## config.mk

```make
export PLATFORM = sky130hd
export DESIGN_NAME = dataPath
export DESIGN_NICKNAME = d
export VERILOG_FILES = /design/src/rtl/rv32Pkg.sv /design/src/rtl/alu.sv /design/src/rtl/registerFile.sv /design/src/rtl/immExtend.sv /design/src/rtl/dataPath.sv
export SDC_FILE = /design/constraint.sdc
export NUM_CORES = 2
export LEC_CHECK = 0
export ABC_AREA = 1
export ABC_CLOCK_PERIOD_IN_PS = 3350
export BUFFER_PORTS_ARGS = -buffer_cell sky130_fd_sc_hd__clkbuf_2
export CAP_MARGIN = 20
export CORE_MARGIN = 5
export CORE_UTILIZATION = 40
export DETAILED_ROUTE_END_ITERATION = 8
export MAX_ROUTING_LAYER = met4
export PLACE_DENSITY = 0.54
export SKIP_CTS_REPAIR_TIMING = 1
export SYNTH_ARGS = -nofsm -noshare
export SYNTH_HDL_FRONTEND = slang
export SYNTH_SLANG_ARGS = --single-unit
```

## constraint.sdc

```tcl
create_clock -name clk -period 3.35 [get_ports clk]
set_input_delay 0.335 -clock clk [delete_from_list [all_inputs] [get_ports clk]]
set_output_delay 0.335 -clock clk [all_outputs]
set_load 0.005 [all_outputs]
```

## src/rtl/rv32Pkg.sv

```systemverilog
package rv32Pkg;

    typedef logic [31:0] word_t;
    typedef logic [4:0]  regAddr_t;

    // major opcodes.
    typedef enum logic [6:0] {
        OP_R      = 7'b0110011,
        OP_I      = 7'b0010011,
        OP_L      = 7'b0000011,
        OP_S      = 7'b0100011,
        OP_B      = 7'b1100011,
        OP_LUI    = 7'b0110111,
        OP_AUIPC  = 7'b0010111,
        OP_JAL    = 7'b1101111,
        OP_JALR   = 7'b1100111,
        OP_SYSTEM = 7'b1110011
    } opcode_t;

    // ********************
    // alu operations
    // ********************
    // plain ops keep funct3 in the low bits.
    // branch conditions carry bit 3 set and funct3 below it.
    typedef enum logic [3:0] {
        ALU_ADD  = 4'b0000,
        ALU_SLL  = 4'b0001,
        ALU_SLT  = 4'b0010,
        ALU_SLTU = 4'b0011,
        ALU_XOR  = 4'b0100,
        ALU_SRL  = 4'b0101,
        ALU_OR   = 4'b0110,
        ALU_AND  = 4'b0111,
        ALU_BEQ  = 4'b1000,
        ALU_BNE  = 4'b1001,
        ALU_SUB  = 4'b1010,
        ALU_SRA  = 4'b1011,
        ALU_BLT  = 4'b1100,
        ALU_BGE  = 4'b1101,
        ALU_BLTU = 4'b1110,
        ALU_BGEU = 4'b1111
    } aluOp_t;

    // write-back sources.
    typedef enum logic [2:0] {
        WB_ALU   = 3'd0,
        WB_MEM   = 3'd1,
        WB_IMM   = 3'd2,
        WB_PCIMM = 3'd3,
        WB_PC4   = 3'd4
    } wbSel_t;

    localparam word_t DEFAULT_RESET_PC = 32'h0000_0000;
    // addi x0, x0, 0.
    localparam word_t NOP_INSTR        = 32'h0000_0013;

endpackage

```

## src/rtl/alu.sv

```systemverilog
`timescale 1ns/10ps

module alu (
    input  rv32Pkg::aluOp_t aluOp,
    input  rv32Pkg::word_t  a,
    input  rv32Pkg::word_t  b,
    output rv32Pkg::word_t  result,
    output logic            btaken
);
    logic [4:0] shamt;

    assign shamt = b[4:0];

    always_comb begin
        case (aluOp)
            rv32Pkg::ALU_ADD:  result = a + b;
            rv32Pkg::ALU_SUB:  result = a - b;
            rv32Pkg::ALU_SLL:  result = a << shamt;
            rv32Pkg::ALU_SRL:  result = a >> shamt;
            rv32Pkg::ALU_SRA:  result = $signed(a) >>> shamt;
            rv32Pkg::ALU_SLT:  result = {31'b0, $signed(a) < $signed(b)};
            rv32Pkg::ALU_SLTU: result = {31'b0, a < b};
            rv32Pkg::ALU_XOR:  result = a ^ b;
            rv32Pkg::ALU_OR:   result = a | b;
            rv32Pkg::ALU_AND:  result = a & b;
            default:           result = a - b;
        endcase
    end

    // branch compare.
    always_comb begin
        case (aluOp)
            rv32Pkg::ALU_BEQ:  btaken = (a == b);
            rv32Pkg::ALU_BNE:  btaken = (a != b);
            rv32Pkg::ALU_BLT:  btaken = ($signed(a) < $signed(b));
            rv32Pkg::ALU_BGE:  btaken = ($signed(a) >= $signed(b));
            rv32Pkg::ALU_BLTU: btaken = (a < b);
            rv32Pkg::ALU_BGEU: btaken = (a >= b);
            default:           btaken = 1'b0;
        endcase
    end

endmodule

```

## src/rtl/registerFile.sv

```systemverilog
`timescale 1ns/10ps

module registerFile (
    input  logic              clk,
    input  logic              we,
    input  rv32Pkg::regAddr_t rAddr1,
    input  rv32Pkg::regAddr_t rAddr2,
    input  rv32Pkg::regAddr_t wAddr,
    input  rv32Pkg::word_t    wData,
    output rv32Pkg::word_t    rData1,
    output rv32Pkg::word_t    rData2
);
    rv32Pkg::word_t regs [32];

    always_ff @(posedge clk) begin
        if (we) begin
            regs[wAddr] <= wData;
        end
    end

    // x0 reads zero whatever was written.
    assign rData1 = (rAddr1 != '0) ? regs[rAddr1] : '0;
    assign rData2 = (rAddr2 != '0) ? regs[rAddr2] : '0;

endmodule

```

## src/rtl/immExtend.sv

```systemverilog
`timescale 1ns/10ps

module immExtend (
    input  rv32Pkg::word_t instr,
    output rv32Pkg::word_t immExt
);
    rv32Pkg::opcode_t opcode;
    logic [2:0]       funct3;

    assign opcode = rv32Pkg::opcode_t'(instr[6:0]);
    assign funct3 = instr[14:12];

    always_comb begin
        case (opcode)
            rv32Pkg::OP_I: begin
                // shifts take the 5-bit amount only.
                if (funct3 == 3'b001 || funct3 == 3'b101) begin
                    immExt = {27'b0, instr[24:20]};
                end else begin
                    immExt = {{20{instr[31]}}, instr[31:20]};
                end
            end
            rv32Pkg::OP_L, rv32Pkg::OP_JALR:
                immExt = {{20{instr[31]}}, instr[31:20]};
            rv32Pkg::OP_S:
                immExt = {{20{instr[31]}}, instr[31:25], instr[11:7]};
            rv32Pkg::OP_B:
                immExt = {{20{instr[31]}}, instr[7], instr[30:25], instr[11:8], 1'b0};
            rv32Pkg::OP_LUI, rv32Pkg::OP_AUIPC:
                immExt = {instr[31:12], 12'b0};
            rv32Pkg::OP_JAL:
                immExt = {{12{instr[31]}}, instr[19:12], instr[20], instr[30:21], 1'b0};
            default:
                immExt = '0;
        endcase
    end

endmodule

```

## src/rtl/dataPath.sv

```systemverilog
`timescale 1ns/10ps

module dataPath #(
    parameter rv32Pkg::word_t resetPc = rv32Pkg::DEFAULT_RESET_PC
) (
    input  logic            clk,
    input  logic            reset,
    input  logic            regFileWe,
    input  rv32Pkg::aluOp_t aluOp,
    input  logic            aluSrcImm,
    input  rv32Pkg::wbSel_t wbSel,
    input  logic            branch,
    input  logic            jal,
    input  logic            jalr,
    input  logic            pcEn,
    input  logic            latchInstr,
    input  logic            latchLoad,
    output rv32Pkg::word_t  pc,
    input  rv32Pkg::word_t  instrWord,
    output rv32Pkg::word_t  instr,
    output rv32Pkg::word_t  awaddr,
    output rv32Pkg::word_t  wdata,
    output rv32Pkg::word_t  araddr,
    input  rv32Pkg::word_t  rdata
);
    rv32Pkg::word_t rData1;
    rv32Pkg::word_t rData2;
    rv32Pkg::word_t immValue;
    rv32Pkg::word_t aluB;
    rv32Pkg::word_t aluResult;
    rv32Pkg::word_t wbData;
    rv32Pkg::word_t pcPlus4;
    rv32Pkg::word_t pcImmBase;
    rv32Pkg::word_t pcImm;
    rv32Pkg::word_t pcTarget;
    rv32Pkg::word_t pcNext;
    rv32Pkg::word_t pcLoad;
    rv32Pkg::word_t decRs1;
    rv32Pkg::word_t decRs2;
    rv32Pkg::word_t decImm;
    rv32Pkg::word_t exeAluResult;
    rv32Pkg::word_t exeRs2;
    rv32Pkg::word_t exePcNext;
    rv32Pkg::word_t loadData;
    logic           btaken;
    logic           takeTarget;

    always_ff @(posedge clk, posedge reset) begin
        if (reset) begin
            instr <= rv32Pkg::NOP_INSTR;
        end else if (latchInstr) begin
            instr <= instrWord;
        end
    end

    registerFile regs (
        .clk   (clk),
        .we    (regFileWe),
        .rAddr1(instr[19:15]),
        .rAddr2(instr[24:20]),
        .wAddr (instr[11:7]),
        .wData (wbData),
        .rData1(rData1),
        .rData2(rData2)
    );

    immExtend immGen (
        .instr (instr),
        .immExt(immValue)
    );

    // ********************
    // stage registers
    // ********************
    // operands are stable from decode until the instruction retires.
    always_ff @(posedge clk) begin
        decRs1       <= rData1;
        decRs2       <= rData2;
        decImm       <= immValue;
        exeAluResult <= aluResult;
        exeRs2       <= decRs2;
        exePcNext    <= pcNext;
    end

    always_ff @(posedge clk) begin
        if (latchLoad) begin
            loadData <= rdata;
        end
    end

    assign aluB = aluSrcImm ? decImm : decRs2;

    alu aluUnit (
        .aluOp (aluOp),
        .a     (decRs1),
        .b     (aluB),
        .result(aluResult),
        .btaken(btaken)
    );

    always_comb begin
        case (wbSel)
            rv32Pkg::WB_MEM:   wbData = loadData;
            rv32Pkg::WB_IMM:   wbData = decImm;
            rv32Pkg::WB_PCIMM: wbData = pcImm;
            rv32Pkg::WB_PC4:   wbData = pcPlus4;
            default:           wbData = aluResult;
        endcase
    end

    // ********************
    // next pc
    // ********************
    assign pcPlus4    = pc + 32'd4;
    assign pcImmBase  = jalr ? decRs1 : pc;
    assign pcImm      = pcImmBase + decImm;
    assign pcTarget   = jalr ? {pcImm[31:1], 1'b0} : pcImm;
    assign takeTarget = jal | jalr | (branch & btaken);
    assign pcNext     = takeTarget ? pcTarget : pcPlus4;
    // branches retire in execute before the stage register is valid.
    assign pcLoad     = branch ? pcNext : exePcNext;

    always_ff @(posedge clk, posedge reset) begin
        if (reset) begin
            pc <= resetPc;
        end else if (pcEn) begin
            pc <= pcLoad;
        end
    end

    assign awaddr = exeAluResult;
    assign araddr = exeAluResult;
    assign wdata  = exeRs2;

    pcAligned: assert property (@(posedge clk) disable iff (reset) pc[1:0] == 2'b00);

endmodule

```

# [Word level (Yosys, flattened, before mapping)]
# Memories as Yosys holds them, arrays and structs flattened. A register that Yosys moved wholly into a read port is not among the register bits.
# Index checks and enable logic that the tools add are counted.
[word_totals] mem_count=1 wordCells=75 mem_bits_rw=1024 reg_bits=224 out_inout_bits=160 inputBits=81
[op_classes] n_bitwise=6 n_addsub=4 mux=12 n_eq_ne=30 shift=3 n_reduce_logical=8 order_cmp=4
[mem_list] memory="regs.regs" depth=32 word_bits=32 read_ports=2 rd_ports_with_merged_regs=2 write_ports=1 line_no="registerFile.sv:13" text="rv32Pkg::word_t regs [32];"
[op_table] operator="$pmux 32 s9" count=1
[op_table] operator="$pmux 32 s6" count=1
[op_table] operator="$mux 32" count=5
[op_table] operator="$pmux 32 s4" count=1
[op_table] operator="$add 32x32->32" count=2
[op_table] operator="$ge 32x32->1" count=2
[op_table] operator="$lt 32x32->1" count=2
[op_table] operator="$add 32x3->32 const B" count=1
[op_table] operator="$and 32x32->32" count=1
[op_table] operator="$eq 32x32->1" count=1
[op_table] operator="$ne 32x32->1" count=1
[op_table] operator="$or 32x32->32" count=1
[op_table] operator="$shl 32x5->32" count=1
[op_table] operator="$shr 32x5->32" count=1
[op_table] operator="$sshr 32x5->32" count=1
[op_table] operator="$sub 32x32->32" count=1
[op_table] operator="$xor 32x32->32" count=1
[op_table] operator="$eq 4x4->1 const B" count=7
[op_table] operator="$eq 7x7->1 const B" count=3
[op_table] operator="$eq 4x3->1 const B" count=4
[op_table] operator="$eq 7x5->1 const B" count=2
[op_table] operator="$eq 7x6->1 const B" count=2
[op_table] operator="$reduce_bool 5->1" count=2
[op_table] operator="$eq 4x2->1 const B" count=2
[op_table] operator="other kinds (13)" count=21

# [Logic depth before layout (Yosys ltp)]
[depth] ltp_word=7 depth_mapped=28 depth_no_buf=23

# [By module]
# From an unflattened synthesis, not the netlist that was laid out.
[hier_totals] cells_unflattened=9767 hier_area_um2=75852.7
[by_module_without_submodules] mod="registerFile" cells_each=5954 seq_area_each_um2=30749.5 n_inst=1 area_per_inst_um2=51605.7
[by_module_without_submodules] mod="dataPath" cells_each=1613 seq_area_each_um2=6409.9 n_inst=1 area_per_inst_um2=13222.7
[by_module_without_submodules] mod="alu" cells_each=1981 seq_area_each_um2=0.0 n_inst=1 area_per_inst_um2=9952.0
[by_module_without_submodules] mod="immExtend" cells_each=219 seq_area_each_um2=0.0 n_inst=1 area_per_inst_um2=1072.3

# [Worst setup path before layout]
# No wires, ideal clock.
[synth_path] path_type="input to register" startpoint="in aluSrcImm" endpoint="mem regs.regs[0][29] (netlist name), data pin" arrival_time_ns=3.311 slack_ns=-0.410 path_buffers=5 stages=20 required_ns=2.901 path_cell_list="buf_4 > buf_2 > nand2_1 > o21ai_0 > buf_2 > clkbuf_1 > ha_1 > buf_2 > inv_2 > o21ai_0 > a21oi_1 > inv_1 > a21oi_1 > inv_1 > nand3_1 > nand2_1 > o21ai_0 > nand3_1 > nand2_1 > nand3_1"
[synth_via] elab_chain_len=4
[synth_lines] element="start, declared" line_no="dataPath.sv:10" text="input logic aluSrcImm,"
[synth_lines] element="$mux 32 (*)" line_no="dataPath.sv:91" text="assign aluB = aluSrcImm ? decImm : decRs2;"
[synth_lines] element="$sub 32x32->32 (tied with other cells)" line_no="alu.sv:17, alu.sv:26"
[synth_lines] element="$pmux 32 s9 (*)" line_no="alu.sv:15" text="case (aluOp)"
[synth_lines] element="net aluResult[29]" line_no="dataPath.sv:30" text="rv32Pkg::word_t aluResult;"
[synth_lines] element="$pmux 32 s4 (*)" line_no="dataPath.sv:102" text="case (wbSel)"
[synth_lines] element="net regs.wData[29]" line_no="registerFile.sv:9" text="input rv32Pkg::word_t wData,"
[synth_lines] element="end, declared" line_no="registerFile.sv:13"
# The timed path passes the listed nets; every way through them passes the cells marked *.

# [Final worst setup path]
[layout_path] startpoint="reg decImm[0]" endpoint="mem regs.regs[13][5] (netlist name), data pin"
[layout_via] elab_chain_len=4
[layout_lines] element="start, declared" line_no="dataPath.sv:40" text="rv32Pkg::word_t decImm;"
[layout_lines] element="start signal, assigned" line_no="dataPath.sv:79" text="decImm <= immValue;"
[layout_lines] element="$mux 32 (*)" line_no="dataPath.sv:91"
[layout_lines] element="$sub 32x32->32 (tied with other cells)" line_no="alu.sv:17, alu.sv:26"
[layout_lines] element="$pmux 32 s9 (*)" line_no="alu.sv:15"
[layout_lines] element="net aluResult[5]" line_no="dataPath.sv:30"
[layout_lines] element="$pmux 32 s4 (*)" line_no="dataPath.sv:102"
[layout_lines] element="net regs.wData[5]" line_no="registerFile.sv:9"
# Marked as above.

==> results.txt <==
----------------------------------------------------
[Outcome]
  Run status ... complete, but fails checks
  Failing checks ... negative setup slack

[Yosys]
  Most instantiated flip-flop cell in the synthesis netlist ... sky130_fd_sc_hd__edfxtp_1
  Count of warnings emitted by yosys ... 0
  Netlist Area Pre-Place ... 71820 µm²
  Share of synthesized area occupied by flip-flops and latches ... 51.74%
  Post-synthesis sequential element count ... 1312
  EDFF count, synth ... 1056
  Synthesized netlist net count ... 8532
  Yosys cell types ... 71
  Syn avg cell area ... 8.634 µm²
  Post-synth ARST share ... 4.878%
  Mapped Cells ... 8319

[Clock tree]
  Skew-Pair Late Insertion Delay ... 830 ps
  Number of H-tree levels ... 4
  Clock-pin slew of the registers on the worst-case setup and hold paths ... 70 ps
  TritonCTS Sinks ... 1312
  TritonCTS clock tree ... done
  Max Root-Sink Buffers ... 3
  Root buffer selected by CTS ... sky130_fd_sc_hd__clkbuf_16
  TritonCTS buffer count ... 149

[Setup path]
  Slowest Stage Delay on Critical Path ... 450 ps
  Worst endpoint data arrival time ... 4060 ps
  End of the worst register-to-register path ... regs.regs[13][5]$_DFFE_PP_
  Worst setup startpoint ... decImm[0]$_DFF_P_
  Crit path max-delay family ... buffers and inverters
  Critical path endpoint category ... flop
  Worst path required time ... 3980 ps
  Count of buffer and inverter cells on the critical path ... 6
  Worst-path fanout max ... 8
  Master of the slowest instance on the critical path ... sky130_fd_sc_hd__o211ai_1
  Type of element launching the critical path ... flop
  Critical-path cell list ... buf_12 > clkinvlp_4 > nand2_4 > nand2_8 > clkbuf_16 > nand2_1 > o21ai_4 > mux2i_2 > mux2i_2 > nand2_1 > nand2_1 > o211ai_1 > o21ai_2 > buf_4 > nand3_2 > buf_6 > nand2_4 > nand2_8 > buf_12
  Slack of the worst reg-to-reg path ... -80 ps
  R2r startpoint ... decImm[0]$_DFF_P_
  Critical path class ... reg2reg
  R2R cell count ... 19
  Most common cell on crit path ... sky130_fd_sc_hd__nand2_1

[Global routing]
  Largest net degree at the start of global routing ... 105
  Grt ovf ... 0
  Via count of the first global-routing pass ... 64267
  GRT Total Usage ... 34.69%
  Number of antenna violations at the first check in global routing ... 19
  Wire length of the first global-routing pass ... 458.0 mm

[Detailed routing]
  Routed wirelength normalized by instance count ... 28.09 µm
  Vias per cell ... 5.864
  Final antenna-violating net count ... 0
  Number of remaining DRC errors ... 0
  Detailed router's first-iteration violation count ... 8456
  Routed vias ... 69846
  Total Wirelength ... 334.6 mm
  Total iterations of the first detailed-routing run ... 6

[Pwr]
  Power density over the cells ... 612.5 nW/µm²
  Total power ... 56660 µW
  Total leakage power ... 0.03724 µW
  Max rail drop VDD ... 444.3 µV

[Hold path]
  Class of the tightest hold or removal check ... in2async

[Finish]
  Cell area after layout ... 92500 µm²
  Proportion of layout cells with a drive suffix above 1 ... 23.27%
  Filler Cell Count ... 16547
  Final Util ... 51.79%
  Post-synthesis to final-layout area growth ... 28.79%
  Final-stage net count ... 9634

[Placed design]
  Port-buffer cells ... 240
  Placer congestion estimate ... 1.025
  Post-placement setup slack ... -589.1 ps
  Placement-stage cell area ... 84480 µm²
  Final HPWL from detailed placement ... 225.9 mm

[Timing]
  Min Clock Period, post-route ... 3430 ps
  Highest achievable clock rate ... 291.5 MHz
  Final setup vio count ... 128
  Slew of the pin with the lowest slew margin ... 1053 ps
  Clock Skews ... 71.45 ps
  Max-slew violations ... 0
  Final hold violation count ... 0
  Total Negative Setup Slacks ... -4021 ps
  Period utilisation layout ... 102.4%
  Worst slew margin relative to its limit ... 29.22%
  RSZ-0062 raised after global routing ... true
  Min setup slack post-route ... -80.32 ps

[Floorplan]
  Die footprint ... 188100 µm²
  Core Footprint ... 178600 µm²
  Die Span Y ... 433.7 µm
  Initial cell density of the core ... 40.21%
  Row count ... 155
  Number of ports placed on the die boundary ... 241
  DIE WIDTH ... 433.7 µm

[Run]
  Max-cap violations ... 0

----------------------------------------------------
## how the worst max path moves through the flow
stage	slack, ps	cells past startpoint	endpoint
2_1_floorplan	-20	17	regs.regs[0][17]$_DFFE_PP_
3_3_place_gp	-530	19	regs.regs[19][29]$_DFFE_PP_
3_5_place_dp	-590	19	regs.regs[27][29]$_DFFE_PP_
4_1_cts	-410	18	regs.regs[3][25]$_DFFE_PP_
5_1_grt	-90	21	regs.regs[16][20]$_DFFE_PP_
6_report	-80	19	regs.regs[13][5]$_DFFE_PP_
## registers in the layout, indices dropped and copies added, names as in the netlist
name / cells
pc: 32
decImm: 32
wdata: 32
araddr: 32
regs.regs: 1024
instr: 32
decRs2: 32
exePcNext: 32
decRs1: 32
loadData: 32
## placed cells by master, fill, tap and decap left out, types with 32 or more instances in the layout
cell type,synthesis,layout
sky130_fd_sc_hd__nor3_1,41,35
sky130_fd_sc_hd__clkbuf_2,1,239
sky130_fd_sc_hd__a41oi_1,35,35
sky130_fd_sc_hd__a31oi_1,40,36
sky130_fd_sc_hd__dfxtp_1,192,156
sky130_fd_sc_hd__xor2_1,60,57
sky130_fd_sc_hd__inv_2,23,52
sky130_fd_sc_hd__nand2_4,32,40
sky130_fd_sc_hd__a221oi_1,41,38
sky130_fd_sc_hd__inv_1,756,719
sky130_fd_sc_hd__clkbuf_1,417,33
sky130_fd_sc_hd__nand3_2,29,46
sky130_fd_sc_hd__edfxtp_1,1056,1056
sky130_fd_sc_hd__nor2_1,620,557
sky130_fd_sc_hd__o21ai_0,1343,1245
sky130_fd_sc_hd__buf_12,3,145
sky130_fd_sc_hd__o22ai_1,144,144
sky130_fd_sc_hd__o21ai_1,79,118
sky130_fd_sc_hd__nand2_1,1509,1439
sky130_fd_sc_hd__dlygate4sd3_1,0,68
sky130_fd_sc_hd__dfrtp_1,61,51
sky130_fd_sc_hd__buf_4,50,1050
sky130_fd_sc_hd__a21oi_2,2,32
sky130_fd_sc_hd__o211ai_1,277,277
sky130_fd_sc_hd__nand3_1,423,398
sky130_fd_sc_hd__nand4_1,47,47
sky130_fd_sc_hd__nand2_2,12,64
sky130_fd_sc_hd__clkbuf_16,0,171
sky130_fd_sc_hd__nor2_4,4,46
sky130_fd_sc_hd__o21ai_2,4,54
sky130_fd_sc_hd__ha_1,129,116
sky130_fd_sc_hd__a21oi_1,515,482
## synth_stat cells, types with 57 or more instances
cell | number | area (µm²)
sky130_fd_sc_hd__dfrtp_1 | 61 | 1526
sky130_fd_sc_hd__o21ai_0 | 1343 | 6721
sky130_fd_sc_hd__buf_2 | 57 | 285.3
sky130_fd_sc_hd__nand3_1 | 423 | 2117
sky130_fd_sc_hd__xor2_1 | 60 | 525.5
sky130_fd_sc_hd__nor2_1 | 620 | 2327
sky130_fd_sc_hd__dfxtp_1 | 192 | 3844
sky130_fd_sc_hd__o22ai_1 | 144 | 900.9
sky130_fd_sc_hd__ha_1 | 129 | 1614
sky130_fd_sc_hd__a21oi_1 | 515 | 2577
sky130_fd_sc_hd__clkbuf_1 | 417 | 1565
sky130_fd_sc_hd__buf_1 | 62 | 232.7
sky130_fd_sc_hd__o21ai_1 | 79 | 395.4
sky130_fd_sc_hd__o211ai_1 | 277 | 2079
sky130_fd_sc_hd__inv_1 | 756 | 2838
sky130_fd_sc_hd__nand2_1 | 1509 | 5664
sky130_fd_sc_hd__edfxtp_1 | 1056 | 31710
## tightest hold or removal path, stage by stage
cell	delay (ps)
sky130_fd_sc_hd__dlygate4sd3_1	530
sky130_fd_sc_hd__clkbuf_2	110
sky130_fd_sc_hd__inv_2	290
## stage by stage
step,hold WS (ps),cells
floorplan,325.9,8319
global placement,316.7,11489
detailed placement,321.7,11490
CTS,-557.2,11764
global route,66.91,11907
finish,33.12,11910
## power by group
group          total, µW  internal (µW)  switching [µW]  leakage [µW]
Sequential         20400          19500             856        0.0120
Clock              16600           9450            7190       0.00241
Combinational      19600           7640           12000        0.0228
## metal layers
layer	vias up	GRT usage (%)	share of wire, %
met5	-	-	0
li1	31344	-	-
met2	4108	54.02	45
met4	0	19.48	6.9
met3	1011	5.638	9.3
met1	33383	43.20	39
## final cells by class
class / count / area (µm²) / share of cell area [%]
diodes: 11 / 27.53 / 0.02976
well taps: 2355 / 2947 / 3.186
flip-flops and latches: 1312 / 37260 / 40.28
inverters: 789 / 3008 / 3.252
clock buffers: 201 / 4159 / 4.496
repair buffers: 1546 / 13440 / 14.53
multi-input cells: 5623 / 30860 / 33.36
clock inverters: 73 / 798.3 / 0.8630
## cells by family after synthesis
kind of cell | count (synthesis) | synth area share, %
fa+ha+maj | 132 | 2.331
flops | 1312 | 51.74
xor+xnor | 69 | 0.8414
buf+inv | 1387 | 7.761
simple gates | 2776 | 16.39
mux | 15 | 0.2125
compound gates | 2628 | 20.73
No activity file was read; power rests on OpenSTA's default activity.
