### config.mk
export PLATFORM = sky130hd
export DESIGN_NAME = controlUnit
export DESIGN_NICKNAME = d
export VERILOG_FILES = /design/src/rtl/rv32Pkg.sv /design/src/rtl/controlUnit.sv
export SDC_FILE = /design/constraint.sdc
export NUM_CORES = 1
export LEC_CHECK = 0
export ABC_AREA = 1
export BUFFER_PORTS_ARGS = -buffer_cell sky130_fd_sc_hd__buf_2
export CORE_AREA = 4 4 51 53
export DETAILED_ROUTE_END_ITERATION = 8
export DIE_AREA = 0 0 55 57
export PLACE_DENSITY = 0.84
export RECOVER_POWER = 50
export SYNTH_ARGS = -nofsm -noshare
export SYNTH_HDL_FRONTEND = slang
export SYNTH_SLANG_ARGS = --single-unit
### constraint.sdc
create_clock -name clk -period 1.12 [get_ports clk]
set_input_delay 0.112 -clock clk [delete_from_list [all_inputs] [get_ports clk]]
set_output_delay 0.112 -clock clk [all_outputs]
set_load 0.02 [all_outputs]
### src/rtl/rv32Pkg.sv
package rv32Pkg;

    typedef logic [31:0] word_t;
    typedef logic [4:0]  regAddr_t;

    // major opcodes.
    typedef enum logic [6:0] {
        OP_R      = 7'b0110011,
        OP_I      = 7'b0010011,
        OP_L      = 7'b0000011,
        OP_S      = 7'b0100011,
        OP_B      = 7'b1100011,
        OP_LUI    = 7'b0110111,
        OP_AUIPC  = 7'b0010111,
        OP_JAL    = 7'b1101111,
        OP_JALR   = 7'b1100111,
        OP_SYSTEM = 7'b1110011
    } opcode_t;

    // ********************
    // alu operations
    // ********************
    // plain ops keep funct3 in the low bits.
    // branch conditions carry bit 3 set and funct3 below it.
    typedef enum logic [3:0] {
        ALU_ADD  = 4'b0000,
        ALU_SLL  = 4'b0001,
        ALU_SLT  = 4'b0010,
        ALU_SLTU = 4'b0011,
        ALU_XOR  = 4'b0100,
        ALU_SRL  = 4'b0101,
        ALU_OR   = 4'b0110,
        ALU_AND  = 4'b0111,
        ALU_BEQ  = 4'b1000,
        ALU_BNE  = 4'b1001,
        ALU_SUB  = 4'b1010,
        ALU_SRA  = 4'b1011,
        ALU_BLT  = 4'b1100,
        ALU_BGE  = 4'b1101,
        ALU_BLTU = 4'b1110,
        ALU_BGEU = 4'b1111
    } aluOp_t;

    // write-back sources.
    typedef enum logic [2:0] {
        WB_ALU   = 3'd0,
        WB_MEM   = 3'd1,
        WB_IMM   = 3'd2,
        WB_PCIMM = 3'd3,
        WB_PC4   = 3'd4
    } wbSel_t;

    localparam word_t DEFAULT_RESET_PC = 32'h0000_0000;
    // addi x0, x0, 0.
    localparam word_t NOP_INSTR        = 32'h0000_0013;

endpackage

### src/rtl/controlUnit.sv
`timescale 1ns/10ps

module controlUnit (
    input  logic            clk,
    input  logic            reset,
    input  rv32Pkg::word_t  instr,
    output logic            regFileWe,
    output rv32Pkg::aluOp_t aluOp,
    output logic            aluSrcImm,
    output rv32Pkg::wbSel_t wbSel,
    output logic            branch,
    output logic            jal,
    output logic            jalr,
    output logic            pcEn,
    output logic            latchInstr,
    output logic            latchLoad,
    output logic            awvalid,
    input  logic            awready,
    output logic            wvalid,
    input  logic            wready,
    input  logic            bvalid,
    output logic            bready,
    output logic            arvalid,
    input  logic            arready,
    input  logic            rvalid,
    output logic            rready,
    output logic            halted
);
    typedef enum logic [3:0] {
        FETCH,
        DECODE,
        EXECUTE,
        WRITEBACK,
        MEMWRITE,
        WRITEWAIT,
        MEMREAD,
        READWAIT,
        HALT
    } state_t;

    state_t           state;
    state_t           stateNext;
    rv32Pkg::opcode_t opcode;
    logic [2:0]       funct3;
    logic             funct7b5;
    logic             writesRd;
    logic             awDone;
    logic             wDone;
    logic             awFinish;
    logic             wFinish;

    assign opcode   = rv32Pkg::opcode_t'(instr[6:0]);
    assign funct3   = instr[14:12];
    assign funct7b5 = instr[30];

    function automatic rv32Pkg::aluOp_t aluFunct(input logic [2:0] f3, input logic alt);
        rv32Pkg::aluOp_t op;
        case (f3)
            3'b000:  op = alt ? rv32Pkg::ALU_SUB : rv32Pkg::ALU_ADD;
            3'b001:  op = rv32Pkg::ALU_SLL;
            3'b010:  op = rv32Pkg::ALU_SLT;
            3'b011:  op = rv32Pkg::ALU_SLTU;
            3'b100:  op = rv32Pkg::ALU_XOR;
            3'b101:  op = alt ? rv32Pkg::ALU_SRA : rv32Pkg::ALU_SRL;
            3'b110:  op = rv32Pkg::ALU_OR;
            default: op = rv32Pkg::ALU_AND;
        endcase
        return op;
    endfunction

    // ********************
    // instruction decode
    // ********************
    always_comb begin
        aluOp     = rv32Pkg::ALU_ADD;
        aluSrcImm = 1'b0;
        wbSel     = rv32Pkg::WB_ALU;
        writesRd  = 1'b0;
        case (opcode)
            rv32Pkg::OP_R: begin
                aluOp    = aluFunct(funct3, funct7b5);
                writesRd = 1'b1;
            end
            rv32Pkg::OP_I: begin
                // only srai uses bit 30, addi never subtracts.
                aluOp     = aluFunct(funct3, funct7b5 & (funct3 == 3'b101));
                aluSrcImm = 1'b1;
                writesRd  = 1'b1;
            end
            rv32Pkg::OP_L: begin
                aluSrcImm = 1'b1;
                wbSel     = rv32Pkg::WB_MEM;
                writesRd  = 1'b1;
            end
            rv32Pkg::OP_S: begin
                aluSrcImm = 1'b1;
            end
            rv32Pkg::OP_B: begin
                aluOp = rv32Pkg::aluOp_t'({1'b1, funct3});
            end
            rv32Pkg::OP_LUI: begin
                wbSel    = rv32Pkg::WB_IMM;
                writesRd = 1'b1;
            end
            rv32Pkg::OP_AUIPC: begin
                wbSel    = rv32Pkg::WB_PCIMM;
                writesRd = 1'b1;
            end
            rv32Pkg::OP_JAL, rv32Pkg::OP_JALR: begin
                wbSel    = rv32Pkg::WB_PC4;
                writesRd = 1'b1;
            end
            default: begin
                writesRd = 1'b0;
            end
        endcase
    end

    assign branch = (opcode == rv32Pkg::OP_B);
    assign jal    = (opcode == rv32Pkg::OP_JAL);
    assign jalr   = (opcode == rv32Pkg::OP_JALR);

    // ********************
    // sequencing
    // ********************
    assign awFinish = awDone | (awvalid & awready);
    assign wFinish  = wDone | (wvalid & wready);

    always_comb begin
        stateNext = state;
        case (state)
            FETCH:     stateNext = DECODE;
            DECODE:    stateNext = EXECUTE;
            EXECUTE: begin
                case (opcode)
                    rv32Pkg::OP_B:      stateNext = FETCH;
                    rv32Pkg::OP_S:      stateNext = MEMWRITE;
                    rv32Pkg::OP_L:      stateNext = MEMREAD;
                    rv32Pkg::OP_SYSTEM: stateNext = HALT;
                    default:            stateNext = WRITEBACK;
                endcase
            end
            WRITEBACK: stateNext = FETCH;
            MEMWRITE:  if (awFinish && wFinish) stateNext = WRITEWAIT;
            WRITEWAIT: if (bvalid) stateNext = FETCH;
            MEMREAD:   if (arready) stateNext = READWAIT;
            READWAIT:  if (rvalid) stateNext = WRITEBACK;
            HALT:      stateNext = HALT;
            default:   stateNext = FETCH;
        endcase
    end

    always_ff @(posedge clk, posedge reset) begin
        if (reset) begin
            state  <= FETCH;
            awDone <= 1'b0;
            wDone  <= 1'b0;
        end else begin
            state <= stateNext;
            // address and data may be accepted on different cycles.
            if (state == MEMWRITE && stateNext == MEMWRITE) begin
                awDone <= awFinish;
                wDone  <= wFinish;
            end else begin
                awDone <= 1'b0;
                wDone  <= 1'b0;
            end
        end
    end

    assign latchInstr = (state == FETCH);
    assign latchLoad  = (state == READWAIT) & rvalid;
    assign regFileWe  = (state == WRITEBACK) & writesRd;
    assign pcEn       = (state == WRITEBACK) | ((state == EXECUTE) & branch)
                      | ((state == WRITEWAIT) & bvalid);
    assign awvalid    = (state == MEMWRITE) & ~awDone;
    assign wvalid     = (state == MEMWRITE) & ~wDone;
    assign bready     = (state == WRITEWAIT);
    assign arvalid    = (state == MEMREAD);
    assign rready     = (state == READWAIT);
    assign halted     = (state == HALT);

    // ********************
    // checks
    // ********************
    awvalidHeld: assert property (@(posedge clk) disable iff (reset)
        awvalid && !awready |=> awvalid);

    // register writes only follow execute or a finished read.
    regWriteInWb: assert property (@(posedge clk) disable iff (reset)
        regFileWe |-> $past(state) == EXECUTE || $past(state) == READWAIT);

endmodule

# == Yosys cells after proc, flatten, opt, wreduce, memory -nomap -nowiden ==
# Index checks and enable logic that the tools add are counted.
# classes
multipliers,0
eq_ne,25
n_reduce_logical,7
order_cmp,0
shifts,0
muxes,18
bitwise,15
addsub,0
n_div,0
# op_table
operator,n
$pmux 4 s7,2
$mux 4,8
$pmux 4 s8,1
$eq 7x7->1 const B,4
$eq 7x6->1 const B,3
$eq 4x3->1 const B,5
$pmux 4 s4,1
$eq 7x5->1 const B,2
$pmux 3 s4,1
$pmux 4 s3,1
$and 1x1->1,9
$eq 3x3->1 const B,3
$eq 4x2->1 const B,2
$eq 7x2->1 const B,1
$reduce_or 7->1,1
$eq 3x2->1 const B,2
$eq 4x1->1 const B,1
$eq 4x4->1 const B,1
$logic_not 4->1,1
$mux 1,4
$or 1x1->1,4
$eq 3x1->1 const B,1
$logic_not 3->1,1
$reduce_or 3->1,1
other kinds (3),5
# word_totals
regBits,6
latchBits,0
ramBits,0
out_inout_bits,21
romBits,0
mem_count,0

# == Logic depth before layout (Yosys ltp) ==
# Gate-level depths: netlist of the first run.
# logic_depth
word_depth,10
depth_mapped,8
depth_no_buf,8

# == Worst setup path before layout of the first run ==
# No wires, ideal clock.
# synth_path
path_type,flip-flop to flip-flop
from,reg state[1]
to,reg state[3]
t_required_ns,1.051
arrival_time_ns,1.426
setup_ns,0.069
path_slack_ns,-0.375
synth_period_minus_slack_ns,1.495
stages_incl_launch_ff,3
path_cell_list,dfrtp_1 -> nor4_1 -> a31o_2
# synth_between
elab_cells_between_ends,17
# synth_lines
item,line,text
"start, declared",controlUnit.sv:41,state_t state;
"start signal, assigned",controlUnit.sv:159,state <= stateNext;
$eq 4x4->1,--,
via halted,controlUnit.sv:27,output logic halted
$pmux 4 s8,controlUnit.sv:131,case (state)
via stateNext[3],controlUnit.sv:42,state_t stateNext;
# The timed path passes the listed nets, and every way through them passes these cells.

# == Worst setup path after layout of the first run ==
# layout_path
from,reg state[2]
to,out regFileWe
# layout_between
elab_chain_cells,2
# layout_rtl
item,line,text
$eq 4x2->1,controlUnit.sv:173,assign regFileWe = (state == WRITEBACK) & writesRd;
$and 1x1->1,controlUnit.sv:173,
"end, declared",controlUnit.sv:7,"output logic regFileWe,"
# Every way passes these cells.

==> metrics.md, run 1 <==
| Metric | Value |
|---|---|
| Area grow syn2layout | `114.3%` |
| CTS Buf Count | `3` |
| Placed instance area | `1135 um^2` |
| HPWL Detailed | `1774 um` |
| WP data required | `1.01 ns` |
| Clock Pin Slew Worst Setup and Hold Paths | `0.05 ns` |
| Vias in the first global route | `1079` |
| First-pass GRT wire length | `4333 um` |
| Fraction of layout cells with a size suffix above 1 | `0.7105` |
| Worst vdd ir | `936.2 uV` |
| Max_slew headroom | `0.7818` |
| Clk buf depth | `2` |
| Design area | `1496 um^2` |
| Post-synth EDFFs | `0` |
| IO buf count | `38` |
| Die area | `3135 um^2` |
| Max-cap viol count | `0` |
| Row cnt | `17` |
| Net Count, Synth | `151` |
| Initial DRT Pass Iterations | `4` |
| Slew @ Worst Pin | `0.3251 ns` |
| Commonest non-fill, non-tap cell in the layout | `buf_4` |
| Sequential fraction of the synthesis area | `0.2151` |
| Pwr/cell area | `1259 nW/um^2` |
| Main flop type after synthesis | `dfrtp_1` |
| Post-Synthesis Cells | `112` |
| Util after Layout | `0.6966` |
| Initial antenna violation count | `0` |
| Tot GR Track Use | `0.1843` |
| Async S/R FF share, synth | `1.000` |
| Synth Register Bits | `6` |
| RSZ-0062 raised after global routing | `yes` |
| DRC viols | `0` |
| Failing checks | `setup timing` |
| Clock H-tree levels | `1` |
| Routed Antenna Nets | `0` |
| TNS Setup | `-4.052 ns` |
| Tcrit/Tclk final | `1.329` |
| CP Launch Type | `register` |
| CP Max Fanout | `3` |
| Outcome | `complete, but fails checks` |
| FILL cells | `163` |
| Clock tree sinks | `6` |
| Critical path arrival | `1.38 ns` |
| Drt initial violations | `16` |
| DRT Wirelength | `2819 um` |
| Total gr overflow | `0` |
| WS Path Type | `reg2out` |
| Die width | `55 um` |
| Clk_lat worst skew | `0.25 ns` |
| Clock tree from TritonCTS | `built` |
| Initial core utilization | `0.3250` |
| Mean number of vias per cell | `4.858` |
| Slack of the critical path | `-0.3681 ns` |
| Final setup viols | `17` |
| Most frequent cells in the layout | `37 x buf_4, 21 x buf_2, 16 x inv_1` |
| Yosys cell types | `24` |
| Final GP Congestion | `0.8140` |
| Crit. End Element | `primary output` |
| Post-Syn Area per Cell | `6.234 um^2` |
| Maximum clock rate | `672.0 MHz` |
| Die Ht | `57 um` |
| Post-Syn Area | `698.2 um^2` |
| Largest net degree at the start of global routing | `7` |
| Wire length per cell | `12.93 um` |
| Slew Viols, Final | `0` |
| Core Box Area | `2148 um^2` |
| Clk root buf | `clkbuf_4` |
| Post-route minimum period | `1.488 ns` |
| Io pins | `60` |
| Number of synthesis warnings | `0` |
| Routed via count | `1059` |
| Diode count | `0` |
| Final-stage net count | `231` |
| Skew final | `0.002487 ns` |
| Hold Crit Class | `in2reg` |
| Hold Vio Cnt, Final | `0` |
| Leak | `0.7557 nW` |
what timing repair did:
item / in CTS / in global routing
buffers inserted: 11 / 3
gates resized for setup: 47 / 20
pin swaps: 27 / 12
endpoints found under the setup margin: 22 / 23
hold buffers: 1 / 0
endpoints found under the hold margin: 6 / 0
synthesized netlist by cell type, drive strengths merged (2+ instances only):
cell    number  area, um^2
nand2       21       96.34
nand3        9       50.05
nor3         3       15.01
dfrtp        6       150.1
a31oi        2       12.51
o21ai        6       30.02
inv         27       101.4
nor2        26       145.1
a21oi        2       10.01
o211ai       2       15.01
metal layers:
metal | part of all wire | global-route usage | vias to the layer above
met3 | 0.050 | 0.02872 | 12
met5 | 0 | 0 | -
li1 | - | - | 518
met4 | 0.037 | 0.09375 | 0
met2 | 0.57 | 0.3564 | 42
met1 | 0.35 | 0.1744 | 487
final timing paths:
check | start | to | slack (ns) | depth (start not counted)
max | state[2] | regFileWe | -0.37 | 6
min | rvalid | state[2] | 0.22 | 4
max reg2reg | state[0] | awDone | -0.28 | 8
min reg2reg | awDone | awDone | 0.65 | 4
max in group asynchronous | reset | state[1] | 0.56 | 3
min in group asynchronous | reset | state[2] | 0.34 | 3
stage by stage:
step | hold slack, ns | setup slack [ns] | power, mW | instances
2_1_floorplan | -0.09704 | -0.1241 | 0.8123 | 112
3_3_place_gp | 0.02409 | -0.1072 | 1.146 | 201
3_5_place_dp | 0.04088 | -0.1306 | 1.177 | 201
4_1_cts | 0.2236 | -0.2992 | 1.771 | 215
5_1_grt | 0.2595 | -0.4171 | 1.999 | 218
6_report | 0.2233 | -0.3681 | 1.884 | 218
area by class of cell:
| cell class | count | area (um^2) | area share |
|---|---|---|---|
| clock buffers | 3 | 22.52 | 0.01505 |
| inverters | 27 | 106.4 | 0.07107 |
| multi-input cells | 79 | 603.1 | 0.4030 |
| flip-flops and latches | 6 | 152.6 | 0.1020 |
| well taps | 28 | 35.03 | 0.02341 |
| repair buffers | 75 | 576.8 | 0.3855 |
flip-flops by register name, summed over array words and instances, names as in the netlist:
| name | cells |
|---|---|
| state | 4 |
| awDone | 1 |
| wDone | 1 |
logic make-up (layout without fill, tap and decap cells):
| group | Yosys count | after routing | synth area share |
|---|---|---|---|
| xor gates and xnor gates | 1 | 1 | 0.01255 |
| AOI/OAI and AO/OA | 16 | 16 | 0.1505 |
| and+or+nand+nor | 62 | 62 | 0.4767 |
| DFF | 6 | 6 | 0.2150 |
| buffers and inverters | 27 | 105 | 0.1452 |
power by group:
group / switching, mW / total [mW] / internal (mW)
registers: 0.101 / 0.369 / 0.267
clock network: 0.0831 / 0.205 / 0.122
logic: 0.653 / 1.31 / 0.658
total: 0.837 / 1.88 / 1.05
critical path: stages, from the launching register on:
cell and delay [ns]:
dfrtp_1 0.41, inv_2 0.12, nand2_4 0.07, nor2_4 0.14, nand2_2 0.10, a31oi_4 0.15, buf_6 0.13
Power figures use the tool's default switching activity.
==> run 2, diff against run 1 <==
CELL_PAD_IN_SITES_DETAIL_PLACEMENT = 0   (was default)
CELL_PAD_IN_SITES_GLOBAL_PLACEMENT = 1   (was default)
CORE_AREA = 4 4 49 84   (was 4 4 51 53)
DIE_AREA = 0 0 53 88   (was 0 0 55 57)
==> run 2 against run 1 <==
The flow still finishes with violations (setup timing). Wire length fell by 12%. Sequential share of layout area fell by 0.89 points. Die area rose by 49%. Global-route usage fell by 6.5 points. First-iteration DRC count fell by 6.3%. Clock-buffer cell count did not move. Final cell count rose by 11%. Core utilization fell by 21 points. Critical path type unchanged. Highest routed layer unchanged.
==> metrics.md, run 2 (synthesis gave the netlist of run 1 again) <==
| Metric | Value |
|---|---|
| CP max-delay cell | `dfrtp_1 (unchanged)` |
| Final setup viols | `17 (unchanged)` |
| Clock tree sinks | `6 (unchanged)` |
| Clk_lat worst skew | `0.22 ns (was 0.25 ns)` |
| CTS Buf Count | `3 (unchanged)` |
| Reg power frac | `0.181 (was 0.196)` |
| Row cnt | `28 (was 17)` |
| Clock Power Share | `0.152 (was 0.109)` |
| Initial antenna violation count | `0 (unchanged)` |
| Max FFs per register | `4 (unchanged)` |
| WP data required | `1.01 ns (about the same)` |
| Max_slew headroom | `0.7940 (was 0.7818)` |
| Area occupied by multi-input gates | `644.4 um^2 (was 603.1 um^2)` |
| DRT Wirelength | `2478 um (was 2819 um)` |
| Reg2reg setup slack | `-0.21 ns (was -0.28 ns)` |
| Clock tree from TritonCTS | `built (unchanged)` |
| Skew final | `0.0003712 ns (was 0.002487 ns)` |
| CP Max Fanout | `3 (unchanged)` |
| Most frequent cells in the layout | `45 x buf_4, 20 x buf_2, 14 x inv_1, 14 x buf_6, 13 x nor2_4 (was 37 x buf_4, 21 x buf_2, 16 x inv_1)` |
| Vias in the first global route | `1051 (was 1079)` |
| Die area | `4664 um^2 (was 3135 um^2)` |
| DRC viols | `0 (unchanged)` |
| Mean number of vias per cell | `4.231 (was 4.858)` |
| Core Box Area | `3398 um^2 (was 2148 um^2)` |
| Worst vdd ir | `673.1 uV (was 936.2 uV)` |
| Max-cap viol count | `0 (unchanged)` |
| Initial core utilization | `0.2054 (was 0.3250)` |
| Io pins | `60 (unchanged)` |
| Total gr overflow | `0 (unchanged)` |
| WP depth | `6 (unchanged)` |
| Comb power frac | `0.667 (was 0.696)` |
| Post-route minimum period | `1.433 ns (was 1.488 ns)` |
| Top delay family on crit path | `flip-flops (unchanged)` |
| Diode count | `0 (unchanged)` |
| Buf/Inv on CP | `2 (unchanged)` |
| FF-to-FF End | `state[3] (was awDone)` |
| Tot GR Track Use | `0.1189 (was 0.1843)` |
| Leak | `0.8158 nW (was 0.7557 nW)` |
| Die Ht | `88 um (was 57 um)` |
| Final-stage net count | `238 (was 231)` |
| Tcrit/Tclk final | `1.279 (was 1.329)` |
| Drt initial violations | `15 (was 16)` |
| Initial DRT Pass Iterations | `4 (unchanged)` |
| Maximum clock rate | `697.8 MHz (was 672.0 MHz)` |
| Critical path arrival | `1.32 ns (was 1.38 ns)` |
| WS Path Type | `reg2out (unchanged)` |
| CP startpoint | `state[3] (was state[2])` |
| Cell Int Power | `1.204 mW (was 1.047 mW)` |
| Register area | `152.6 um^2 (unchanged)` |
| First-pass GRT wire length | `4229 um (was 4333 um)` |
| Reg-to-Reg Start | `state[3] (was state[0])` |
| IO buf count | `38 (unchanged)` |
| Hold Crit Class | `in2reg (unchanged)` |
| Hold_ws | `0.2364 ns (was 0.2233 ns)` |
| Switch Pwr | `0.8604 mW (was 0.8375 mW)` |
| Largest Register | `state (unchanged)` |
| Largest net degree at the start of global routing | `7 (unchanged)` |
| Fraction of layout cells with a size suffix above 1 | `0.7310 (was 0.7105)` |
| Slack of the critical path | `-0.3130 ns (was -0.3681 ns)` |
| Die width | `53 um (was 55 um)` |
| CP Cell Sequence | `inv_2 -> nand2_4 -> nor2_4 -> nand2_2 -> a31oi_4 -> buf_6 (unchanged)` |
| Critical Path End | `regFileWe (unchanged)` |
| Crit. End Element | `primary output (unchanged)` |
| Switching Share | `0.4169 (was 0.4445)` |
| Outcome | `complete, but fails checks (unchanged)` |
| Slew Viols, Final | `0 (unchanged)` |
| Commonest non-fill, non-tap cell in the layout | `buf_4 (unchanged)` |
| RSZ-0062 raised after global routing | `yes (unchanged)` |
| Routed Antenna Nets | `0 (unchanged)` |
| R2R cell count | `7 (was 8)` |
| Hold Vio Cnt, Final | `0 (unchanged)` |
| Placement Setup Slack | `-0.1547 ns (was -0.1306 ns)` |
| Clock Pin Slew Worst Setup and Hold Paths | `0.03 ns (was 0.05 ns)` |
| Clk root buf | `clkbuf_8 (was clkbuf_4)` |
| Final GP Congestion | `0.7543 (was 0.8140)` |
| CP peak stage delay | `0.40 ns (was 0.41 ns)` |
| FILL cells | `341 (was 163)` |
| CP Launch Type | `register (unchanged)` |
| HPWL Detailed | `1936 um (was 1774 um)` |
| Wire length per cell | `10.24 um (was 12.93 um)` |
| Pwr/cell area | `1259 nW/um^2 (about the same)` |
| Clk buf depth | `2 (unchanged)` |
| Area grow syn2layout | `134.8% (was 114.3%)` |
| Routed via count | `1024 (was 1059)` |
| Failing checks | `setup timing (unchanged)` |
| Biggest regs | `state (4), awDone (1), wDone (1) (unchanged)` |
| Slew @ Worst Pin | `0.3067 ns (was 0.3251 ns)` |
| Clock H-tree levels | `1 (unchanged)` |
## run 2: cell types whose count changed in the layout (fill, tap and decap cells not counted), sizes merged
| cell | previous run | this run |
|---|---|---|
| buf | 74 | 81 |
## run 2: area by class of cell
type,count,area share
clock buffer,3,0.02519
inverter,27,0.06641
multi-input combinational,79,0.3931
sequential,6,0.09313
tap,45,0.03435
timing repair buffer,82,0.3878
## run 2: power groups by stage
stage	sequential, mW	clock, mW	combinational, mW
4_1_cts	0.341	0.325	1.16
3_3_place_gp	0.329	0	0.926
5_1_grt	0.380	0.342	1.48
3_5_place_dp	0.333	0	0.940
6_report	0.375	0.314	1.38
2_1_floorplan	0.326	0	0.486
## run 2: worst min path at each step
stage	cells after the start	end	slack, ns	startpoint
floorplan	1	awDone	-0.1	reset
CTS	5	wDone	0.24	wready
global placement	2	awDone	0.03	reset
finish	5	wDone	0.24	wready
detailed placement	2	awDone	0.03	reset
global route	4	state[2]	0.28	rvalid
## run 2: what timing repair did
action | in CTS | in global routing
hold buffers | 1 | 0
endpoints found under the setup margin | 21 | 21
buffers inserted | 6 | 6
pin swaps | 17 | 14
resized for setup | 38 | 42
hold endpoints to repair | 6 | 0
## run 2: metal layers
metal  track usage  up-vias  wire length (um)
met1        0.1147      471               783
met5             0        -                 0
met3       0.01363        5                98
met2        0.2353       24              1551
li1              -      524                 -
met4       0.05581        0                44
## run 2: per-stage QoR
step	setup TNS (ns)	utilization	power [mW]	std cells	area, um^2
after floorplan	-0.1507	-	0.8123	112	737.0
after global placement	-1.195	0.3579	1.256	226	1216
after detailed placement	-1.338	0.3579	1.273	226	1216
after CTS	-3.239	0.4238	1.829	236	1440
after global routing	-4.490	0.4823	2.202	242	1639
final	-3.148	0.4823	2.064	242	1639
## run 2: worst reg2reg max path, cell delays in order (launching register included)
cell and delay [ns]:
dfrtp_1 0.40, inv_2 0.11, buf_4 0.11, buf_4 0.10, nor4_4 0.03, buf_4 0.12
buf_4 0.12, a31o_2 0.20
==> run 3, diff against run 2 <==
CORE_AREA = 4 4 45 77   (was 4 4 49 84)
DIE_AREA = 0 0 49 81   (was 0 0 53 88)
PLACE_DENSITY = 0.93   (was 0.84)
clock period = 1.8 ns   (was 1.12 ns; I/O delays follow)
==> run 3 against run 2 <==
The run now ends clean. Global-route usage shrank 2.5 points. Power shrank 62%. Wire length decreased by 27%. Largest cell class unchanged. Largest power group unchanged. Highest routed layer unchanged.
==> metrics.md, run 3 (synthesis gave the netlist of run 1 again) <==
| Metric | Value |
|---|---|
| Max FFs per register | `4 (unchanged)` |
| First-pass GRT wire length | `3008 um (was 4229 um)` |
| CP startpoint | `state[2] (was state[3])` |
| Clk buf depth | `2 (unchanged)` |
| Most frequent cells in the layout | `33 x buf_2, 18 x inv_1, 15 x nor2_1 (was 45 x buf_4, 20 x buf_2, 14 x inv_1, 14 x buf_6, 13 x nor2_4)` |
| Routed Antenna Nets | `0 (unchanged)` |
| Biggest regs | `state (4), awDone (1), wDone (1) (unchanged)` |
| Clock tree from TritonCTS | `built (unchanged)` |
| Area grow syn2layout | `37.99% (was 134.8%)` |
| Hold path cells | `4 (was 5)` |
| WS Path Type | `reg2out (unchanged)` |
| Max_slew headroom | `0.7222 (was 0.7940)` |
| Outcome | `finished, final reports clean (was complete, but fails checks)` |
| Final-stage net count | `195 (was 238)` |
| Hold_ws | `0.2974 ns (was 0.2364 ns)` |
| Total gr overflow | `0 (unchanged)` |
| Hold Vio Cnt, Final | `0 (unchanged)` |
| Clock Pin Slew Worst Setup and Hold Paths | `0.03 ns (about the same)` |
| Skew final | `0.0003416 ns (was 0.0003712 ns)` |
| Largest Register | `state (unchanged)` |
| Clock tree sinks | `6 (unchanged)` |
| Worst vdd ir | `258.7 uV (was 673.1 uV)` |
| CTS Buf Count | `3 (unchanged)` |
| Maximum clock rate | `635.8 MHz` |
| Crit. End Element | `primary output (unchanged)` |
| Hold Crit Class | `in2reg (unchanged)` |
| Initial core utilization | `0.2439 (was 0.2054)` |
| Slew Viols, Final | `0 (unchanged)` |
| Routed via count | `817 (was 1024)` |
| Hold path startpoint | `bvalid (was wready)` |
| HPWL Detailed | `1608 um (was 1936 um)` |
| Reg-to-Reg Start | `state[1] (was state[3])` |
| WP data required | `1.62 ns (was 1.01 ns)` |
| Drt initial violations | `6 (was 15)` |
| CP Max Fanout | `4 (was 3)` |
| DRC viols | `0 (unchanged)` |
| Placed instance area | `923.4 um^2 (was 1216 um^2)` |
| Initial antenna violation count | `0 (unchanged)` |
| Row cnt | `26 (was 28)` |
| Die Ht | `81 um (was 88 um)` |
| Commonest non-fill, non-tap cell in the layout | `buf_2 (was buf_4)` |
| Slew @ Worst Pin | `0.4124 ns (was 0.3067 ns)` |
| Vias in the first global route | `803 (was 1051)` |
| CP Launch Type | `register (unchanged)` |
| Max-cap viol count | `0 (unchanged)` |
| Clk_lat worst skew | `0.22 ns (about the same)` |
| Clk root buf | `clkbuf_8 (unchanged)` |
| DRT Wirelength | `1817 um (was 2478 um)` |
| RSZ-0062 raised after global routing | `no (was yes)` |
| Placement Setup Slack | `0.4082 ns (was -0.1547 ns)` |
| Pwr/cell area | `808.6 nW/um^2 (was 1259 nW/um^2)` |
| Diode count | `0 (unchanged)` |
| Wire length per cell | `9.984 um (was 10.24 um)` |
| TNS Setup | `0 ns (was -3.148 ns)` |
| Slack of the critical path | `0.2272 ns (was -0.3130 ns)` |
| Die width | `49 um (was 53 um)` |
| Tcrit/Tclk final | `0.8738` |
| Final std cells w/o fill | `182 (was 242)` |
| Final setup viols | `0 (was 17)` |
| Leak | `0.5162 nW (was 0.8158 nW)` |
| Post-CTS Setup Inserts | `0 (was 6)` |
| Clock H-tree levels | `1 (unchanged)` |
| Design area | `963.4 um^2 (was 1639 um^2)` |
| Mean number of vias per cell | `4.489 (was 4.231)` |
| Core Box Area | `2863 um^2 (was 3398 um^2)` |
| Placed cells | `178 (was 226)` |
| Initial DRT Pass Iterations | `4 (unchanged)` |
| Post-route minimum period | `1.573 ns` |
| R2R cell count | `6 (was 7)` |
| Tot GR Track Use | `0.09366 (was 0.1189)` |
| Die area | `3969 um^2 (was 4664 um^2)` |
| Io pins | `60 (unchanged)` |
| Largest net degree at the start of global routing | `7 (unchanged)` |
| Fraction of layout cells with a size suffix above 1 | `0.4351 (was 0.7310)` |
| Critical path arrival | `1.39 ns (was 1.32 ns)` |
| IO buf count | `38 (unchanged)` |
| Final GP Congestion | `0.8072 (was 0.7543)` |
[run 3: cell types whose count changed in the layout (fill, tap and decap cells not counted), sizes merged]
| cell | delta |
|---|---|
| clkbuf | +5 |
| buf | -48 |
[run 3: area by class of cell]
cell class / count / area [um^2]
fillers: 334 / 1899
multi-input cells: 79 / 441.7
repair buffers: 39 / 193.9
flip-flops and latches: 6 / 150.1
inverters: 27 / 101.3
clock buffers: 3 / 41.29
well taps: 28 / 35.03
[run 3: critical path, stage by stage (launching register included)]
cell,delay (ns)
dfrtp_1,0.38
inv_1,0.13
nand2_2,0.10
nor2_4,0.12
nand2_2,0.09
o221ai_1,0.16
buf_2,0.19
[run 3: layer usage]
metal	track usage	part of all wire	up-vias	wire length, um
li1	-	-	442	-
met1	0.08594	0.34	345	614
met2	0.1846	0.58	26	1059
met3	0.007339	0.059	4	107
met4	0.07008	0.020	0	36
met5	0	0	-	0
[run 3: final timing paths]
check	endpoint	slack [ns]
worst max register to register	awDone	0.50
min in group asynchronous	awDone	0.42
max in group asynchronous	state[2]	1.19
worst min register to register	wDone	0.60
worst min-delay path	state[2]	0.30
worst max-delay path	pcEn	0.23
[run 3: power breakdown]
| part | internal, mW | total [mW] | switching, mW | leakage [nW] |
|---|---|---|---|---|
| Combinational | 0.129 | 0.377 | 0.248 | 0.415 |
| Clock | 0.143 | 0.200 | 0.0562 | 0.0216 |
| Sequential | 0.162 | 0.203 | 0.0405 | 0.0797 |
[run 3: what timing repair did]
item,4_1_cts,5_1_grt
endpoints found under the hold margin,6,0
hold buffers,1,0
resized for setup,0,0
[run 3: stage by stage]
step | power (mW) | util
after floorplan | 0.4847 | -
final | 0.7790 | 0.3365
after detailed placement | 0.5896 | 0.3226
after CTS | 0.8011 | 0.3405
after global placement | 0.5870 | 0.3226
after global routing | 0.8493 | 0.3365
